File: src/verilog/mdio_pkg.sv
package mdio_pkg;

  // --------------------------------------------------------------------------
  // management frame codes
  // --------------------------------------------------------------------------

  // clause 22 start of frame
  localparam logic [1:0] mdio_start    = 2'b01;
  localparam logic [1:0] mdio_op_write = 2'b01;
  localparam logic [1:0] mdio_op_read  = 2'b10;

  // ones sent ahead of every frame
  localparam int mdio_preamble_bits = 32;
  // start, op, phy address, register, turnaround and data
  localparam int mdio_frame_bits = 32;

  // --------------------------------------------------------------------------
  // phy registers
  // --------------------------------------------------------------------------

  localparam logic [4:0] reg_basic_ctrl = 5'd0;
  localparam logic [4:0] reg_gbit_ctrl  = 5'd9;
  // indirect mmd access pair
  localparam logic [4:0] reg_mmd_ctrl   = 5'h0d;
  localparam logic [4:0] reg_mmd_data   = 5'h0e;
  // vendor status word
  localparam logic [4:0] reg_phy_status = 5'd31;

  // number of writes in one initialization
  localparam int init_words = 14;

  // fields of the status word
  localparam int status_speed_lsb  = 5;
  localparam int status_speed_msb  = 6;
  localparam int status_duplex_bit = 3;

endpackage

File: src/verilog/phy_status_decoder.sv
`timescale 1ns/1ps

module phy_status_decoder (
  input  logic        clock,
  input  logic        arst_n,
  input  logic        rd_valid,
  input  logic [15:0] rd_data,
  input  logic        init_active,
  output logic [1:0]  speed,
  output logic        duplex
);

  import mdio_pkg::*;

  logic good_read;

  // --------------------------------------------------------------------------
  // read qualification
  // --------------------------------------------------------------------------

  // all ones means the pullup won, no phy drove the bus
  // status read while the phy is being reconfigured is not trusted
  assign good_read = rd_valid & ~init_active & (rd_data != 16'hffff);

  // last good values held until the next good read
  always_ff @(posedge clock or negedge arst_n)
  begin
    if (!arst_n)
    begin
      speed  <= 2'b00;
      duplex <= 1'b0;
    end
    else if (good_read)
    begin
      speed  <= rd_data[status_speed_msb:status_speed_lsb];
      duplex <= rd_data[status_duplex_bit];
    end
  end

endmodule

File: config.mk
export PLATFORM = sky130hd
export DESIGN_NAME = phy_status_decoder
export DESIGN_NICKNAME = d
export VERILOG_FILES = /design/src/verilog/mdio_pkg.sv /design/src/verilog/phy_status_decoder.sv
export SDC_FILE = /design/constraint.sdc
export NUM_CORES = 1
export LEC_CHECK = 0
export BUFFER_PORTS_ARGS = -buffer_cell sky130_fd_sc_hd__buf_4
export CORE_AREA = 2 2 39 41
export DETAILED_ROUTE_END_ITERATION = 8
export DIE_AREA = 0 0 41 43
export PLACE_DENSITY = 0.39
export SLEW_MARGIN = 20
export SYNTH_ARGS = -nofsm -noshare
export SYNTH_HDL_FRONTEND = slang
export SYNTH_SLANG_ARGS = --single-unit
File: constraint.sdc
create_clock -name clock -period 0.8 [get_ports clock]
set_input_delay 0.16 -clock clock [delete_from_list [all_inputs] [get_ports clock]]
set_output_delay 0.16 -clock clock [all_outputs]
set_load 0.02 [all_outputs]
==> results of run 1 <==
-- repair_timing --
action	4_1_cts	5_1_grt
pin swaps	2	3
endpoints found under the setup margin	6	6
hold buffers	1	0
setup buffers	1	2
resized for setup	10	5
endpoints found under the hold margin	3	0
-- power breakdown --
group | leakage [µW] | internal (µW) | total (µW) | switching, µW
clock | 0.0000150 | 187 | 264 | 76.8
sequential | 0.0000352 | 175 | 191 | 15.5
combinational | 0.000185 | 185 | 267 | 82.0
total | 0.000236 | 547 | 721 | 174
-- metrics by stage --
stage / power [µW] / util [%]
6_report: 721 / 34.4
5_1_grt: 764 / 34.4
4_1_cts: 711 / 31.9
3_5_place_dp: 376 / 26.0
3_3_place_gp: 377 / 26.0
2_1_floorplan: 253 / -
-- per-layer routing --
layer	part of all wire, %	GRT usage [%]	vias up
met2	43	13.1	23
met5	0	0	-
met1	33	7.12	93
li1	-	-	112
met3	23	4.71	0
met4	0	8.00	0
-- worst max-delay path: cells and delay by family --
kind | cells | cell delay (ns)
simple gates | 1 | 0.13
compound gates | 1 | 0.51
mux | 1 | 0.34
buf+inv | 1 | 0.06
-- layout by cell type, fill, tap and decap left out, drive strengths merged --
cell / count
o41ai: 1
buf: 26
dfrtp: 3
dlygate4sd3: 1
clkbuf: 4
mux2: 3
nor2b: 1
nand4: 4
-- cell type report --
| cell class | instances | share of cell area (%) |
|---|---|---|
| flip-flops and latches | 3 | 15.8 |
| multi-input cells | 9 | 21.8 |
| well taps | 16 | 4.21 |
| clock buffers | 4 | 5.53 |
| repair buffers | 27 | 52.6 |
-- state kept, by name (all words and copies together) (netlist names) --
name,cells
speed,2
duplex,1
-- worst max path at each step --
stage                           end        start  depth (start not counted)  slack, ns
5_1_grt        speed[0]$_DFFE_PN0P_  rd_data[10]                          4      -0.34
6_report       speed[1]$_DFFE_PN0P_  rd_data[10]                          4      -0.30
4_1_cts        speed[1]$_DFFE_PN0P_   rd_data[5]                          4      -0.30
2_1_floorplan    duplex$_DFFE_PN0P_   rd_data[1]                          3      -0.39
3_3_place_gp   speed[0]$_DFFE_PN0P_  rd_data[12]                          4      -0.52
3_5_place_dp   speed[1]$_DFFE_PN0P_   rd_data[1]                          4      -0.55
-- logic make-up after synthesis --
logic type         Yosys count  synth area share (%)
and+or+nand+nor              5                  18.7
DFF                          3                  44.8
AOI/OAI and AO/OA            1                  16.4
muxes                        3                  20.1
==> flow_summary.json, run 1 <==
{
  "grt_pass1_wl_um": 931,
  "core_area_mm2": 0.00138,
  "layout.area.seq_um2": 75.1,
  "finalWorstSetupSlack_ns": -0.304,
  "final_antenna_net_count": 0,
  "finalCritPeriodShare_pct": 138,
  "hold_depth": 2,
  "hp-class": "in -> reg",
  "crit_required_ns": 0.91,
  "ir_drop_mv": 0.574,
  "max_slew_margin_pct": 72.4,
  "worst_hold_slack_ns": 0.164,
  "post-route-drc-count": 0,
  "clkTransAtPathRegs_ns": 0.04,
  "rsz0062_at_grt": "true",
  "clkSinkCount": 3,
  "synth_area_leaders": "dfrtp_1 (45%), mux2_2 (20%), o41ai_4 (16%)",
  "nFillCells": 142,
  "layoutNonFillerInstCount": 59,
  "drt_iter0_drc": 3,
  "clkLatencyLatePin_ns": 0.23,
  "root_buffer": "clkbuf_4",
  "rr_endpoint": "speed[1]$_DFFE_PN0P_",
  "finalInstanceArea_um2": 475,
  "crit_path_cell_trace": "buf_6 > nand4_1 > o41ai_4 > mux2_4",
  "rrSetupSlack_ns": -0.09,
  "n_antenna_cell": 0,
  "grt_util_all_layers_pct": 8.55,
  "slowest_stage": "o41ai_4",
  "layout-drive-gt1-share_pct": 76.7,
  "hp-start": "rd_data[5]",
  "yosys_most_used_dff": "dfrtp_1",
  "finalSetupTns_ns": -1.22,
  "overflow": 0,
  "num_vias": 228,
  "hold_viol_final": 0,
  "grt_max_degree": 4,
  "syn_avg_cell_area_um2": 14.0,
  "hold_end": "speed[0]$_DFFE_PN0P_",
  "slew_viol_final": 0,
  "ys_seq_area_share_pct": 44.8,
  "worst-path-max-fanout": 3,
  "synth_top_area_share_pct": 44.8,
  "wirelength_um": 697,
  "vias_per_cell": 3.86,
  "htreeDepth": 1,
  "status": "finished with violations",
  "placed_area_um2": 360,
  "io_pins": 23,
  "dieArea_mm2": 0.00176,
  "cp-start-kind": "primary input",
  "final.min_clock_period_ns": 1.10,
  "mappedNetlistArea_um2": 168,
  "worstPathArrival_ns": 1.21,
  "syn_inst": 12,
  "power.leakage_uw": 0.000236,
  "die_y_um": 43,
  "antenna_found_initial": 0,
  "dp.cells": 51,
  "tightest_slew_ns": 0.413,
  "violations": "setup timing",
  "dp_slack_ns": -0.548,
  "powerDensity_mw_per_mm2": 1520,
  "multiInputGateArea_um2": 104,
  "max_stage_delay_ns": 0.51,
  "reg2reg_from": "speed[1]$_DFFE_PN0P_",
  "synth_top_area_cell": "dfrtp_1",
  "initial_core_util_pct": 12.1,
  "numCtsBuffers": 3,
  "synth_cell_types": 5,
  "fmax_ghz": 0.906,
  "cts_tree": "done",
  "yosysWarnings": 0,
  "crit_type": "in -> reg",
  "synth_edf_count": 0,
  "skew_ns": 0,
  "endpoint_kind": "flop",
  "place.gp.congestion": 0.623,
  "die_w_um": 41,
  "clock_path_buffers": 2,
  "max-cap-violations": 0,
  "nets": 64,
  "setup_viol": 6,
  "wl_per_cell_um": 11.8,
  "yosysMostFrequentCell": "nand4_1",
  "drtPass1Iterations": 3,
  "io_buffers": 22,
  "rr_worst_depth": 2,
  "synthArstFlopShare_pct": 100,
  "area_delta_synth_final_pct": 184,
  "first_global_vias": 255,
  "rows": 14,
  "syn_nets": 32,
  "synth-seq-cells": 3,
  "synthTopCellsByCount": "nand4_1 (4), dfrtp_1 (3), mux2_2 (3)"
}
(Power assumes the default switching activity.)
==> run 2: changes to the inputs <==
==> constraint.sdc (replaced) <==
create_clock -name clock -period 0.8 [get_ports clock]
set_input_delay 0.16 -clock clock [delete_from_list [all_inputs] [get_ports clock]]
set_output_delay 0.16 -clock clock [all_outputs]
set_load 0.005 [all_outputs]
==> run 2 against run 1 <==
Against the previous run: the run still ends with setup timing left; count of clock-buffer cells in the layout stayed put; final cell count is 3.4% lower; via count is 1.8% lower; die area stayed put; maximum frequency is 0.12% higher; largest power group is now clock.
==> flow_summary.json, run 2 (same netlist as run 1, synthesis figures left out) <==
{
  "status": "finished with violations",
  "violations": "setup timing",
  "crit_path_cell_trace": "buf_6 > nand4_1 > o41ai_4 > mux2_4",
  "clkSinkCount": 3,
  "hp-class": "in -> reg",
  "place.gp.congestion": 0.623,
  "dp.cells": 51,
  "skew_ns": 0,
  "fmax_ghz": 0.907,
  "rows": 14,
  "max_slew_margin_pct": 72.5,
  "regMostFlops": "speed",
  "overflow": 0,
  "hold_viol_final": 0,
  "layout.area.seq_um2": 75.1,
  "grt_max_degree": 4,
  "drt_iter0_drc": 3,
  "core_area_mm2": 0.00138,
  "num_vias": 224,
  "initial_core_util_pct": 12.1,
  "mostFrequentLayoutCells": "buf_4 (12), buf_6 (12), nand4_1 (4)",
  "dieArea_mm2": 0.00176,
  "htreeDepth": 1,
  "clkTransAtPathRegs_ns": 0.04,
  "final_antenna_net_count": 0,
  "dp_slack_ns": -0.548,
  "final.min_clock_period_ns": 1.10,
  "slew_viol_final": 0,
  "area_delta_synth_final_pct": 175,
  "largest_reg_flops": 2,
  "wirelength_um": 694,
  "nets": 62,
  "powerDensity_mw_per_mm2": 1460,
  "clkLatencyLatePin_ns": 0.23,
  "endpoint_kind": "flop",
  "worst-path-max-fanout": 3,
  "cts_tree": "done",
  "layoutNonFillerInstCount": 57,
  "crit_required_ns": 0.91,
  "worstPathArrival_ns": 1.21,
  "first_global_vias": 255,
  "crit_type": "in -> reg",
  "setup_viol": 6,
  "finalCritPeriodShare_pct": 138,
  "io_buffers": 22,
  "wl_per_cell_um": 12.2,
  "n_antenna_cell": 0,
  "rsz0062_at_grt": "true",
  "crit_family": "compound AO/OA/AOI/OAI gates",
  "drtPass1Iterations": 3,
  "antenna_found_initial": 0,
  "max_stage_delay_ns": 0.51,
  "numCtsBuffers": 3,
  "vias_per_cell": 3.93,
  "largestRegisters": "speed x2, duplex x1",
  "ir_drop_mv": 0.555,
  "max-cap-violations": 0,
  "die_w_um": 41,
  "nFillCells": 145,
  "layout-drive-gt1-share_pct": 75.6,
  "root_buffer": "clkbuf_4",
  "power_uw": 672,
  "post-route-drc-count": 0,
  "crit_buf_inv": 1,
  "grt_util_all_layers_pct": 8.55,
  "worst_hold_slack_ns": 0.162,
  "finalInstanceArea_um2": 460,
  "grt_pass1_wl_um": 931,
  "power.leakage_uw": 0.000226,
  "slowest_stage": "o41ai_4",
  "multiInputGateArea_um2": 104,
  "io_pins": 23,
  "clock_path_buffers": 2,
  "cp-start-kind": "primary input",
  "die_y_um": 43,
  "tightest_slew_ns": 0.412,
  "finalWorstSetupSlack_ns": -0.302,
  "placed_area_um2": 360
}
[run 2: metal layers]
| layer | GRT usage, % | up-vias | part of all wire, % | wire length, µm |
|---|---|---|---|---|
| li1 | - | 108 | - | - |
| met3 | 4.71 | 0 | 23 | 162 |
| met2 | 13.1 | 23 | 44 | 303 |
| met5 | 0 | - | 0 | 0 |
| met1 | 7.12 | 93 | 33 | 228 |
| met4 | 8.00 | 0 | 0 | 0 |
[run 2: power breakdown]
group | switching [µW] | internal [µW]
logic | 50.7 | 166
registers | 16.2 | 175
clock network | 77.6 | 187
[run 2: area by class of cell]
class	instances	share of cell area, %
flip-flops and latches	3	16.3
clock buffers	4	5.71
well taps	16	4.35
multi-input cells	9	22.6
repair buffers	25	51.1
[run 2: final timing paths]
kind                                              to  cells past startpoint  slack (ns)            startpoint
worst min register to register    duplex$_DFFE_PN0P_                      1        0.53    duplex$_DFFE_PN0P_
worst min-delay path            speed[0]$_DFFE_PN0P_                      2        0.16            rd_data[5]
worst max-delay path            speed[1]$_DFFE_PN0P_                      4       -0.30           rd_data[10]
max in group asynchronous         duplex$_DFFE_PN0P_                      2        0.46                arst_n
min in group asynchronous       speed[0]$_DFFE_PN0P_                      2        0.25                arst_n
worst max register to register  speed[1]$_DFFE_PN0P_                      2       -0.09  speed[1]$_DFFE_PN0P_
[run 2: per-stage QoR]
stage / setup TNS, ns / utilization (%)
after floorplan: -1.17 / -
after global placement: -1.53 / 26.0
after detailed placement: -1.62 / 26.0
after CTS: -1.18 / 31.9
after global routing: -1.36 / 33.3
final: -1.17 / 33.3
[run 2: timing repair]
action	CTS	global route
gates resized for setup	10	5
buffers inserted	1	0
hold buffers	1	0
hold endpoints to repair	3	0
setup endpoints to repair	6	6
pin swaps	2	3
[run 2: worst register-to-register path, delay by kind of cell (launching register included)]
family / cells / cell delay [ns]
DFF: 1 / 0.38
muxes: 1 / 0.25
buffers and inverters: 1 / 0.14
