[src/verilog/mdio_pkg.sv]
package mdio_pkg;

  // --------------------------------------------------------------------------
  // management frame codes
  // --------------------------------------------------------------------------

  // clause 22 start of frame
  localparam logic [1:0] mdio_start    = 2'b01;
  localparam logic [1:0] mdio_op_write = 2'b01;
  localparam logic [1:0] mdio_op_read  = 2'b10;

  // ones sent ahead of every frame
  localparam int mdio_preamble_bits = 32;
  // start, op, phy address, register, turnaround and data
  localparam int mdio_frame_bits = 32;

  // --------------------------------------------------------------------------
  // phy registers
  // --------------------------------------------------------------------------

  localparam logic [4:0] reg_basic_ctrl = 5'd0;
  localparam logic [4:0] reg_gbit_ctrl  = 5'd9;
  // indirect mmd access pair
  localparam logic [4:0] reg_mmd_ctrl   = 5'h0d;
  localparam logic [4:0] reg_mmd_data   = 5'h0e;
  // vendor status word
  localparam logic [4:0] reg_phy_status = 5'd31;

  // number of writes in one initialization
  localparam int init_words = 14;

  // fields of the status word
  localparam int status_speed_lsb  = 5;
  localparam int status_speed_msb  = 6;
  localparam int status_duplex_bit = 3;

endpackage

[src/verilog/mdio_master.sv]
`timescale 1ns/1ps

module mdio_master #(
  // clock cycles per mdc half period, 2 or more
  parameter int unsigned mdc_half_period = 10,
  parameter logic [4:0]  phy_addr        = 5'd0
) (
  input  logic        clock,
  input  logic        arst_n,
  input  logic        rd_request,
  input  logic        wr_request,
  input  logic [4:0]  reg_addr,
  input  logic [15:0] wr_data,
  input  logic        mdio_in,
  output logic        ready,
  output logic [15:0] rd_data,
  output logic        rd_valid,
  output logic        mdc,
  output logic        mdio_out,
  output logic        mdio_oe
);

  import mdio_pkg::*;

  // 64 bits per transaction, two mdc halves each
  localparam int frame_total = mdio_preamble_bits + mdio_frame_bits;
  localparam int half_total  = 2 * frame_total;
  localparam int div_w       = $clog2(mdc_half_period + 1);
  localparam int half_w      = $clog2(half_total);
  localparam int bit_w       = $clog2(frame_total);
  // first turnaround bit and first data bit, counted from preamble start
  localparam int ta_bit      = mdio_preamble_bits + 14;
  localparam int data_bit    = ta_bit + 2;

  logic                   busy;
  logic                   is_read;
  logic [div_w-1:0]       div_cnt;
  logic [half_w-1:0]      half_cnt;
  logic [bit_w-1:0]       bit_cnt;
  logic [frame_total-1:0] tx_shift;
  logic [frame_total-1:0] tx_frame;
  logic [15:0]            rx_shift;
  logic                   accept;
  logic                   half_end;
  logic                   last_half;

  assign ready     = ~busy;
  assign accept    = ~busy & (rd_request | wr_request);
  assign half_end  = busy & (div_cnt == div_w'(mdc_half_period - 1));
  assign last_half = (half_cnt == half_w'(half_total - 1));
  assign mdio_out  = tx_shift[frame_total-1];

  // --------------------------------------------------------------------------
  // frame assembly
  // --------------------------------------------------------------------------

  // read frames carry ones after the register field, the pin is released there
  always_comb
  begin
    if (wr_request)
      tx_frame = {{mdio_preamble_bits{1'b1}}, mdio_start, mdio_op_write,
                  phy_addr, reg_addr, 2'b10, wr_data};
    else
      tx_frame = {{mdio_preamble_bits{1'b1}}, mdio_start, mdio_op_read,
                  phy_addr, reg_addr, 2'b11, 16'hffff};
  end

  // --------------------------------------------------------------------------
  // mdc divider and bit sequencing
  // --------------------------------------------------------------------------

  always_ff @(posedge clock or negedge arst_n)
  begin
    if (!arst_n)
    begin
      busy     <= 1'b0;
      is_read  <= 1'b0;
      div_cnt  <= '0;
      half_cnt <= '0;
      bit_cnt  <= '0;
      mdc      <= 1'b0;
      mdio_oe  <= 1'b0;
      rd_valid <= 1'b0;
    end
    else
    begin
      rd_valid <= 1'b0;
      if (accept)
      begin
        busy     <= 1'b1;
        is_read  <= ~wr_request;
        // accept cycle counts as the first cycle of half 0
        div_cnt  <= div_w'(1);
        half_cnt <= '0;
        bit_cnt  <= '0;
        mdio_oe  <= 1'b1;
      end
      else if (busy)
      begin
        if (half_end)
        begin
          div_cnt <= '0;
          mdc     <= ~mdc;
          if (last_half)
          begin
            // final falling edge, ready and rd_valid rise together
            busy     <= 1'b0;
            mdio_oe  <= 1'b0;
            rd_valid <= is_read;
          end
          else
          begin
            half_cnt <= half_cnt + 1'b1;
            // falling edge moves on to the next bit
            if (mdc)
            begin
              bit_cnt <= bit_cnt + 1'b1;
              if (is_read && bit_cnt == bit_w'(ta_bit - 1))
                mdio_oe <= 1'b0;
            end
          end
        end
        else
        begin
          div_cnt <= div_cnt + 1'b1;
        end
      end
    end
  end

  // --------------------------------------------------------------------------
  // shift registers
  // --------------------------------------------------------------------------

  always_ff @(posedge clock)
  begin
    if (accept)
      tx_shift <= tx_frame;
    else if (half_end && mdc && !last_half)
      tx_shift <= {tx_shift[frame_total-2:0], 1'b1};

    // phy drives data after its falling edge, we sample on the rising one
    if (half_end && !mdc && is_read && bit_cnt >= bit_w'(data_bit))
      rx_shift <= {rx_shift[14:0], mdio_in};

    if (half_end && last_half)
      rd_data <= rx_shift;
  end

endmodule

[config.mk]
export PLATFORM = sky130hd
export DESIGN_NAME = mdio_master
export DESIGN_NICKNAME = d
export VERILOG_FILES = /design/src/verilog/mdio_pkg.sv /design/src/verilog/mdio_master.sv
export SDC_FILE = /design/constraint.sdc
export NUM_CORES = 1
export LEC_CHECK = 0
export BUFFER_PORTS_ARGS = -buffer_cell sky130_fd_sc_hd__buf_2
export CAP_MARGIN = 30
export CELL_PAD_IN_SITES_DETAIL_PLACEMENT = 0
export CELL_PAD_IN_SITES_GLOBAL_PLACEMENT = 1
export CORE_UTILIZATION = 51
export CTS_CLUSTER_DIAMETER = 120
export DETAILED_ROUTE_END_ITERATION = 7
export PLACE_DENSITY = 0.93
export SYNTH_ARGS = -nofsm -noshare
export SYNTH_HDL_FRONTEND = slang
export SYNTH_SLANG_ARGS = --single-unit
export TNS_END_PERCENT = 20
[constraint.sdc]
create_clock -name clock -period 7.37 [get_ports clock]
set_input_delay 0 -clock clock [delete_from_list [all_inputs] [get_ports clock]]
set_output_delay 0 -clock clock [all_outputs]
set_load 0.005 [all_outputs]
==> metrics, run 1 <==
static leakage 2.34 nW; top sig layer met4; postcts setup bufs 0; cell with the most instances after synthesis edfxtp_1; drt pass-1 iters 6; worst vdd ir 0.182 mV; Root Buffer clkbuf_8; initial antenna violation count 0; Critical Path AT 2.72 ns; crit end category flip-flop; layout cells sized above 1 0.213; Max Fclk 0.386 GHz; Finish-stage setup viols 0; WL met3 257 um; Setup TNS Final 0 ns; fin nets 449; ANT cells 0; max-slew violation count 0; Max-Cap Viols 0; placed cells 478; Slowest cell on crit path buf_4; setup ws final 4.78 ns; Routed wire per std cell 14.5 um; Slew @ Worst Pin 0.791 ns; Post-synth ARST share 0.186; cts bufs inserted 17; RSZ-0062 raised after global routing no; remaining antenna violation count 0; critical-path cell list inv_1 -> ha_1 -> and4b_1 -> o211ai_1 -> nand2_2 -> buf_4; die width 97.2 um; CTS Buffer Depth 2; Die Ht 97.2 um; Final Skew 0.00826 ns; outcome finished clean; CP startpoint kind flip-flop; Routed WL 7.83 mm; Yosys cell types 35; core footprint 8760 um2; I/O Pins 47; vias per inst 5.18; Post-Synthesis Net Count 365; hpwl dp 4.18 mm; share of the synthesized area in the top cell type 0.624; CTS resizes 0; CP required 7.50 ns; Pwr per Cell Area 307 nW/um2; worst hold path class primary input to flip-flop; initial core utilization 0.527; critical path class flip-flop to flip-flop; Hold Violations, Final 0; post-route minimum period 2.59 ns; Post-synth EDFFs 96; clock sinks 118; H-tree levels 4; drt first-iter violations 167; fin util 0.671; Mapped Area 4620 um2; dominant synthesized flop cell edfxtp_1; YS warnings 0; row count 34; Total Power 1.81 mW; hold buffer count at cts 27; clk slew on worst S/H paths 0.06 ns; synth top area cells edfxtp_1 (62%), dfrtp_1 (12%), nand2b_1 (4.6%); CP max FO 64; Synth top cells by count edfxtp_1 (96), nand2b_1 (34), nand2_1 (33); Metal-1 WL 3.64 mm; GRT overflow 0; Yosys reg bits 118; Tcrit/Tclk final 0.351; vias in the first global route 2794; # DRC 0; synthesized instance count 334; final std cells w/o fill 539; Layout area overhead 27.2%; Die ar. 9440 um2; GR Util All Layers 0.184; largest net degree at the start of global routing 65; CTS tree done; Place WS 4.73 ns; final RePlAce weighted congestion 0.726; Crit path largest cell delay 0.62 ns; post-synthesis sequential area ratio 0.743; met2 routed WL 3.87 mm; Worst slew margin 0.473; routed vias 2793; Syn Area/Cell 13.8 um2; Synth area leader edfxtp_1; Clock Latency Late Sink 0.51 ns; first-pass GRT wire length 13.1 mm; IO Port Bufs 46
## metal layers
layer,track usage,vias up
li1,-,1363
met4,0.0792,0
met1,0.249,1359
met3,0.0547,6
met2,0.277,65
met5,0,-
## worst paths after layout
path                              startpoint      endpoint  slack, ns  cells past startpoint
worst min register to register  rx_shift[15]   rd_data[15]       0.42                      0
worst max-delay path              div_cnt[1]  tx_shift[30]       4.78                      6
worst min-delay path                 mdio_in   rx_shift[0]       0.20                      2
min in group asynchronous             arst_n   half_cnt[4]       0.46                      3
worst max register to register    div_cnt[1]  tx_shift[30]       4.78                      6
max in group asynchronous             arst_n    div_cnt[2]       6.51                      4
## where the power goes
| part | switching, mW | total, mW | internal [mW] |
|---|---|---|---|
| Sequential | 0.0520 | 0.851 | 0.799 |
| Combinational | 0.0629 | 0.137 | 0.0737 |
| Clock | 0.323 | 0.818 | 0.495 |
## cells by family after synthesis
logic type,count (synthesis),synth area share
buffers and inverters,34,0.0282
muxes,3,0.00650
adders and majority gates,5,0.0135
AOI/OAI and AO/OA,42,0.0580
xor gates and xnor gates,7,0.0133
and+or+nand+nor,125,0.137
DFF,118,0.743
## stage by stage
stage / area, um2 / hold WS (ns)
after CTS: 5840 / 0.184
after global routing: 5880 / 0.207
final: 5880 / 0.205
after global placement: 4980 / -0.0145
after detailed placement: 4980 / -0.00119
after floorplan: 4620 / -0.296
## layout by cell type (no fill, tap or decap), types with 2 or more instances in the layout
master         netlist  routed
edfxtp_1            96      96
buf_2                2      46
nand2b_1            34      34
nand2_1             33      32
nor2_1              29      28
dlygate4sd3_1        0      27
dfrtp_1             22      22
inv_1               20      20
a31oi_1             16      16
clkbuf_16            0      16
inv_6                0       9
o21ai_0              7       7
a21oi_1              7       7
and2_1               7       7
xor2_1               6       6
nand3_1              5       5
ha_1                 5       5
buf_4                0       4
o211ai_1             3       3
and3_1               3       3
o2111ai_1            3       3
mux2i_1              3       3
nand4_1              2       2
or3_1                2       2
o21a_1               2       2
inv_8                0       2
bufinv_16            0       2
## cell type report
type / instances / area (um2)
flip-flops and latches: 118 / 3430
fillers: 607 / 2890
multi-input cells: 182 / 1070
repair buffers: 79 / 569
clock buffers: 17 / 414
clock inverters: 15 / 178
well taps: 108 / 135
inverters: 20 / 75.1
## sequential cells by signal, summed over array words and instances (netlist names)
signal	cells
half_cnt	7
busy	1
rd_valid	1
is_read	1
rx_shift	16
mdc	1
div_cnt	4
rd_data	16
bit_cnt	6
mdio_oe	1
tx_shift	64
## critical path: cells and delay by family (launching register included)
family | cells | cell delay (ns)
AOI/OAI and AO/OA | 1 | 0.28
and+or+nand+nor | 2 | 0.61
adders and majority gates | 1 | 0.19
DFF | 1 | 0.41
buffers and inverters | 2 | 0.69
No activity file was read; power rests on OpenSTA's default activity.
==> run 2, diff against run 1 <==
--- a/config.mk
+++ b/config.mk
@@ -5,14 +5,15 @@
 export SDC_FILE = /design/constraint.sdc
 export NUM_CORES = 1
 export LEC_CHECK = 0
+export ABC_AREA = 1
 export BUFFER_PORTS_ARGS = -buffer_cell sky130_fd_sc_hd__buf_2
 export CAP_MARGIN = 30
 export CELL_PAD_IN_SITES_DETAIL_PLACEMENT = 0
 export CELL_PAD_IN_SITES_GLOBAL_PLACEMENT = 1
-export CORE_UTILIZATION = 51
+export CORE_UTILIZATION = 47
 export CTS_CLUSTER_DIAMETER = 120
 export DETAILED_ROUTE_END_ITERATION = 7
-export PLACE_DENSITY = 0.93
+export PLACE_DENSITY = 0.88
 export SYNTH_ARGS = -nofsm -noshare
 export SYNTH_HDL_FRONTEND = slang
 export SYNTH_SLANG_ARGS = --single-unit
==> constraint.sdc (replaced) <==
create_clock -name clock -period 2.54 [get_ports clock]
set_input_delay 0 -clock clock [delete_from_list [all_inputs] [get_ports clock]]
set_output_delay 0 -clock clock [all_outputs]
set_load 0.005 [all_outputs]
==> run 2 against run 1 <==
Net effect: clock-buffer cell count increased by 1; wire length up 4.5%; cell count up 13%; core utilization decreased by 6.3 points; synthesized cell count rose by 13%; largest cell class unchanged.
==> metrics, run 2 <==
reg2reg end tx_shift[55]; hold buffer count at cts 25; synth top area cells edfxtp_1 (61%), dfrtp_1 (12%), nand2_1 (7.3%); combinational share of power 0.016; Largest register FFs 64; layout cells sized above 1 0.268; Sw Ratio 0.218; CP max FO 25; first-pass GRT wire length 13.5 mm; CP startpoint kind flip-flop; vias in the first global route 2787; drt first-iter violations 138; dominant synthesized flop cell edfxtp_1; Post-Synthesis Net Count 409; Max Fclk 0.480 GHz; drt pass-1 iters 5; Final Skew 0.0119 ns; CTS resizes 0; row count 36; clock network fraction of total power 0.513; H-tree levels 4; ANT cells 0; synthesized instance count 378; Pwr per Cell Area 736 nW/um2; GR Util All Layers 0.175; initial antenna violation count 0; Post-synth ARST share 0.186; worst vdd ir 0.641 mV; vias per inst 4.80; CTS tree done; Layout area overhead 25.3%; crit end category flip-flop; remaining antenna violation count 0; R2R Path Start div_cnt[1]; largest registers tx_shift x64, rd_data x16, rx_shift x16; most common cell after layout, fill and taps aside edfxtp_1; Max-Cap Viols 0; Routed WL 8.18 mm; Root Buffer clkbuf_8; CP required 2.76 ns; hpwl dp 4.70 mm; Worst Hold End is_read; CP bufs+invs 4; die width 103 um; largest reg by FF count tx_shift; clk slew on worst S/H paths 0.06 ns; post-route minimum period 2.09 ns; sequential share of power 0.471; share of the synthesized area in the top cell type 0.605; GRT overflow 0; YS warnings 0; static leakage 2.26 nW; Synth top cells by count edfxtp_1 (96), nand2_1 (92), or2_2 (33); Die Ht 103 um; r2r worst-path depth 9; Clock Latency Late Sink 0.52 ns; Worst slew margin 0.598; final RePlAce weighted congestion 0.793; Critical Path AT 2.30 ns; Post-synth EDFFs 96; Slowest cell on crit path dfrtp_1; commonest cells after routing, fill and taps aside edfxtp_1 (96), nand2_1 (92), buf_2 (46), or2_2 (33), nor2_1 (32); post-synthesis sequential area ratio 0.721; outcome finished clean; Crit path largest cell delay 0.40 ns; Yosys cell types 36; Slew @ Worst Pin 0.602 ns; RSZ-0062 raised after global routing no; initial core utilization 0.485; Internal 3.43 mW; Psw 0.957 mW; I/O Pins 47; clock sinks 118; Synth area leader edfxtp_1; Routed wire per std cell 13.5 um; fin nets 492; hold path start wr_request; Finish-stage setup viols 0; crit-path leading delay family buffers and inverters; Fillers 787; routed vias 2913; Syn Area/Cell 12.6 um2; Critical Path Start div_cnt[1]; postcts setup bufs 0; # DRC 0; Setup TNS Final 0 ns; CTS Buffer Depth 2; IO Port Bufs 46; largest net degree at the start of global routing 56; Die ar. 10500 um2; cts bufs inserted 17; cell with the most instances after synthesis edfxtp_1; critical path class flip-flop to flip-flop; Hold WS 0.0180 ns; Hold Path Depth 4; core footprint 9820 um2; Mapped Area 4760 um2; Yosys reg bits 118; worst hold path class primary input to flip-flop; Tcrit/Tclk final 0.821; Hold Violations, Final 0; critical-path cell list inv_1 -> ha_1 -> nand2_1 -> inv_1 -> nand3_1 -> nor2_4 -> nor2_4 -> inv_2 -> buf_12; Worst R2R Setup Slack 0.45 ns; max-slew violation count 0
[run 2: cell types whose count changed in the layout (fill, tap and decap cells not counted), moves of 5 or more]
cell / change
or2_2: +32
a31oi_1: -16
nand2_1: +60
inv_6: -5
nand3_1: +5
o21ai_0: +13
nand2b_1: -34
a21oi_1: -6
and2_1: -7
[run 2: metrics by stage]
stage / util / worst slack, ns / total power, mW / area (um2) / instances
2_1_floorplan: - / -0.177 / 2.12 / 4770 / 378
3_3_place_gp: 0.524 / 0.555 / 2.14 / 5140 / 549
3_5_place_dp: 0.524 / 0.469 / 2.14 / 5140 / 549
4_1_cts: 0.606 / 0.442 / 4.42 / 5950 / 606
5_1_grt: 0.608 / 0.317 / 4.52 / 5970 / 607
6_report: 0.608 / 0.455 / 4.39 / 5970 / 607
[run 2: worst max-delay path by stage]
stage | end | slack [ns] | cells after the start
global placement | tx_shift[50] | 0.55 | 9
finish | tx_shift[55] | 0.45 | 9
CTS | tx_shift[55] | 0.44 | 9
global route | tx_shift[55] | 0.32 | 9
floorplan | tx_shift[0] | -0.18 | 8
detailed placement | tx_shift[63] | 0.47 | 9
[run 2: power by group through the flow]
stage	sequential (mW)	clock, mW	combinational, mW
global placement	2.11	0	0.0376
CTS	2.07	2.28	0.0672
finish	2.07	2.25	0.0700
floorplan	2.11	0	0.00987
global route	2.07	2.38	0.0791
detailed placement	2.11	0	0.0380
[run 2: metal layers]
layer / global-route usage / share of wire / up-vias
li1: - / - / 1453
met1: 0.226 / 0.45 / 1382
met2: 0.274 / 0.49 / 65
met3: 0.0542 / 0.037 / 13
met4: 0.0736 / 0.016 / 0
met5: 0 / 0 / -
[run 2: layout make-up]
| class | instances | area [um2] | area share |
|---|---|---|---|
| Sequential cell | 118 | 3430 | 0.575 |
| Multi-Input combinational cell | 224 | 1160 | 0.195 |
| Timing Repair Buffer | 76 | 551 | 0.0922 |
| Clock buffer | 18 | 418 | 0.0700 |
| Tap cell | 133 | 166 | 0.0279 |
| Clock inverter | 14 | 141 | 0.0237 |
| Inverter | 24 | 97.6 | 0.0164 |
[run 2: worst reg2reg max path, cell delays in order, from the launching register on]
cell and delay, ns:
dfrtp_1 0.40, inv_1 0.10, ha_1 0.15, nand2_1 0.06
inv_1 0.09, nand3_1 0.12, nor2_4 0.22, nor2_4 0.08
inv_2 0.32, buf_12 0.24
[run 2: cell families after synthesis]
logic type	after synthesis	synth area share
simple gates	188	0.187
flops	118	0.721
buf+inv	36	0.0384
compound gates	26	0.0315
xor+xnor	5	0.00920
fa+ha+maj	5	0.0131
==> run 3, diff against run 2 <==
--- a/config.mk
+++ b/config.mk
@@ -5,12 +5,12 @@
 export SDC_FILE = /design/constraint.sdc
 export NUM_CORES = 1
 export LEC_CHECK = 0
-export ABC_AREA = 1
+export ABC_AREA = 0
 export BUFFER_PORTS_ARGS = -buffer_cell sky130_fd_sc_hd__buf_2
 export CAP_MARGIN = 30
 export CELL_PAD_IN_SITES_DETAIL_PLACEMENT = 0
 export CELL_PAD_IN_SITES_GLOBAL_PLACEMENT = 1
-export CORE_UTILIZATION = 47
+export CORE_UTILIZATION = 48
 export CTS_CLUSTER_DIAMETER = 120
 export DETAILED_ROUTE_END_ITERATION = 7
 export PLACE_DENSITY = 0.88
==> constraint.sdc (replaced) <==
create_clock -name clock -period 2 [get_ports clock]
set_input_delay 0 -clock clock [delete_from_list [all_inputs] [get_ports clock]]
set_output_delay 0 -clock clock [all_outputs]
set_load 0.005 [all_outputs]
==> run 3 against run 2 <==
Net effect: cell count fell by 6.6%; power up 46%; non-clock buffer count is 10 higher; wire length is 4.6% lower; sequential share of layout area decreased by 0.14 points; core utilization increased by 3.7 points; clock-buffer cell count shrank 1; worst hold slack lost 0.012 ns; clock skew about the same; flip-flop and latch count did not move; first-iteration DRC count rose by 14%; maximum frequency increased by 13%.
==> metrics, run 3 (synthesized netlist as in run 1, its figures left out) <==
Critical Path AT 2.09 ns; Setup TNS Final 0 ns; IO Port Bufs 46; worst vdd ir 0.792 mV; grt met1 use 0.254; Critical Path Start half_cnt[0]; drt pass-1 iters 5; CP max FO 10; row count 35; max-slew violation count 0; post-route minimum period 1.85 ns; critical path class flip-flop to flip-flop; Max-Cap Viols 0; first-pass GRT wire length 13.3 mm; vias in the first global route 2761; Routed wire per std cell 13.8 um; CP required 2.24 ns; initial core utilization 0.498; Tcrit/Tclk final 0.925; Worst slew margin 0.432; I/O Pins 47; die width 100 um; Slew @ Worst Pin 0.848 ns; CTS tree done; fin nets 456; Hold Violations, Final 0; # DRC 0; Worst R2R Setup Slack 0.15 ns; dpl cell area 5170 um2; FF/Latch Area 3430 um2; Die ar. 10000 um2; remaining antenna violation count 0; most common cell after layout, fill and taps aside edfxtp_1; met3 usage in global routing 0.0508; Pwr per Cell Area 1070 nW/um2; fin util 0.644; H-tree levels 4; Largest register FFs 64; Finish-stage setup viols 0; CTS Buffer Depth 2; Multi-input gate area 1100 um2; Layout area overhead 29.5%; worst hold path class primary input to asynchronous set/reset pin; reg2reg end tx_shift[54]; clk slew on worst S/H paths 0.06 ns; clock sinks 118; core footprint 9280 um2; commonest cells after routing, fill and taps aside edfxtp_1 (96), buf_2 (46), nand2b_1 (34), nand2_1 (32), nor2_1 (27); drt first-iter violations 157; largest registers tx_shift x64, rd_data x16, rx_shift x16; GRT overflow 0; largest reg by FF count tx_shift; CP startpoint kind flip-flop; cts bufs inserted 17; met2 Resource Use GR 0.258; postcts setup bufs 0; Total Power 6.43 mW; Final Skew 0.0123 ns; final RePlAce weighted congestion 0.791; Max Fclk 0.541 GHz; layout cells sized above 1 0.233; crit end category flip-flop; Root Buffer clkbuf_8; Die Ht 100 um; GR Util All Layers 0.175; routed vias 2765; hpwl dp 4.52 mm; R2R Path Start half_cnt[0]; GRT Max-Usage Layer met2; largest net degree at the start of global routing 32; vias per inst 4.88; ANT cells 0; r2r worst-path depth 5; initial antenna violation count 0; Clock Latency Late Sink 0.50 ns; Hold WS 0.00572 ns; outcome finished clean; Fillers 691; Routed WL 7.81 mm; RSZ-0062 raised after global routing no; static leakage 2.37 nW; cell area after layout 5980 um2
## run 3: cell types whose count changed in the layout (fill, tap and decap cells not counted), moves of 6 or more
cell,previous run,this run
a21oi_1,1,7
buf_4,2,9
a31oi_1,0,16
or2_2,33,1
and2_1,0,7
nand2_1,92,32
nand2b_1,0,34
o21ai_0,20,7
## run 3: per-stage QoR
step	cells	worst slack [ns]
6_report	567	0.151
5_1_grt	567	0.0193
4_1_cts	567	0.158
3_5_place_dp	510	0.171
3_3_place_gp	510	0.223
2_1_floorplan	334	0.0130
## run 3: per-layer routing
layer	wire, um	vias up
met5	0	-
met4	51	0
met3	253	7
met2	3680	55
met1	3820	1335
li1	-	1368
## run 3: power by group
group          switching (mW)  total [mW]  internal (mW)
Clock                    1.13        2.80           1.67
Sequential              0.198        3.14           2.95
Combinational           0.215       0.482          0.266
## run 3: final cells by class
type	count	share of cell area
multi-input cells	182	0.183
clock buffers	17	0.0692
flip-flops and latches	118	0.574
well taps	129	0.0270
inverters	20	0.0125
clock inverters	15	0.0240
repair buffers	86	0.110
## run 3: critical path: stages (launching register included)
cell and delay (ns):
dfrtp_1 0.39, ha_1 0.22, nand4_2 0.15, o211ai_1 0.48, nand2_8 0.13, buf_4 0.22
## run 3: worst max-delay path by stage
| stage | to | slack (ns) | cells after the start |
|---|---|---|---|
| 2_1_floorplan | tx_shift[0] | 0.01 | 5 |
| 3_3_place_gp | half_cnt[4] | 0.22 | 7 |
| 3_5_place_dp | half_cnt[4] | 0.17 | 7 |
| 4_1_cts | half_cnt[4] | 0.16 | 7 |
| 5_1_grt | half_cnt[4] | 0.02 | 7 |
| 6_report | tx_shift[54] | 0.15 | 5 |
## run 3: what timing repair did
item,4_1_cts,5_1_grt
hold buffers,25,0
endpoints found under the hold margin,51,0
resized for setup,0,1
endpoints found under the setup margin,0,1
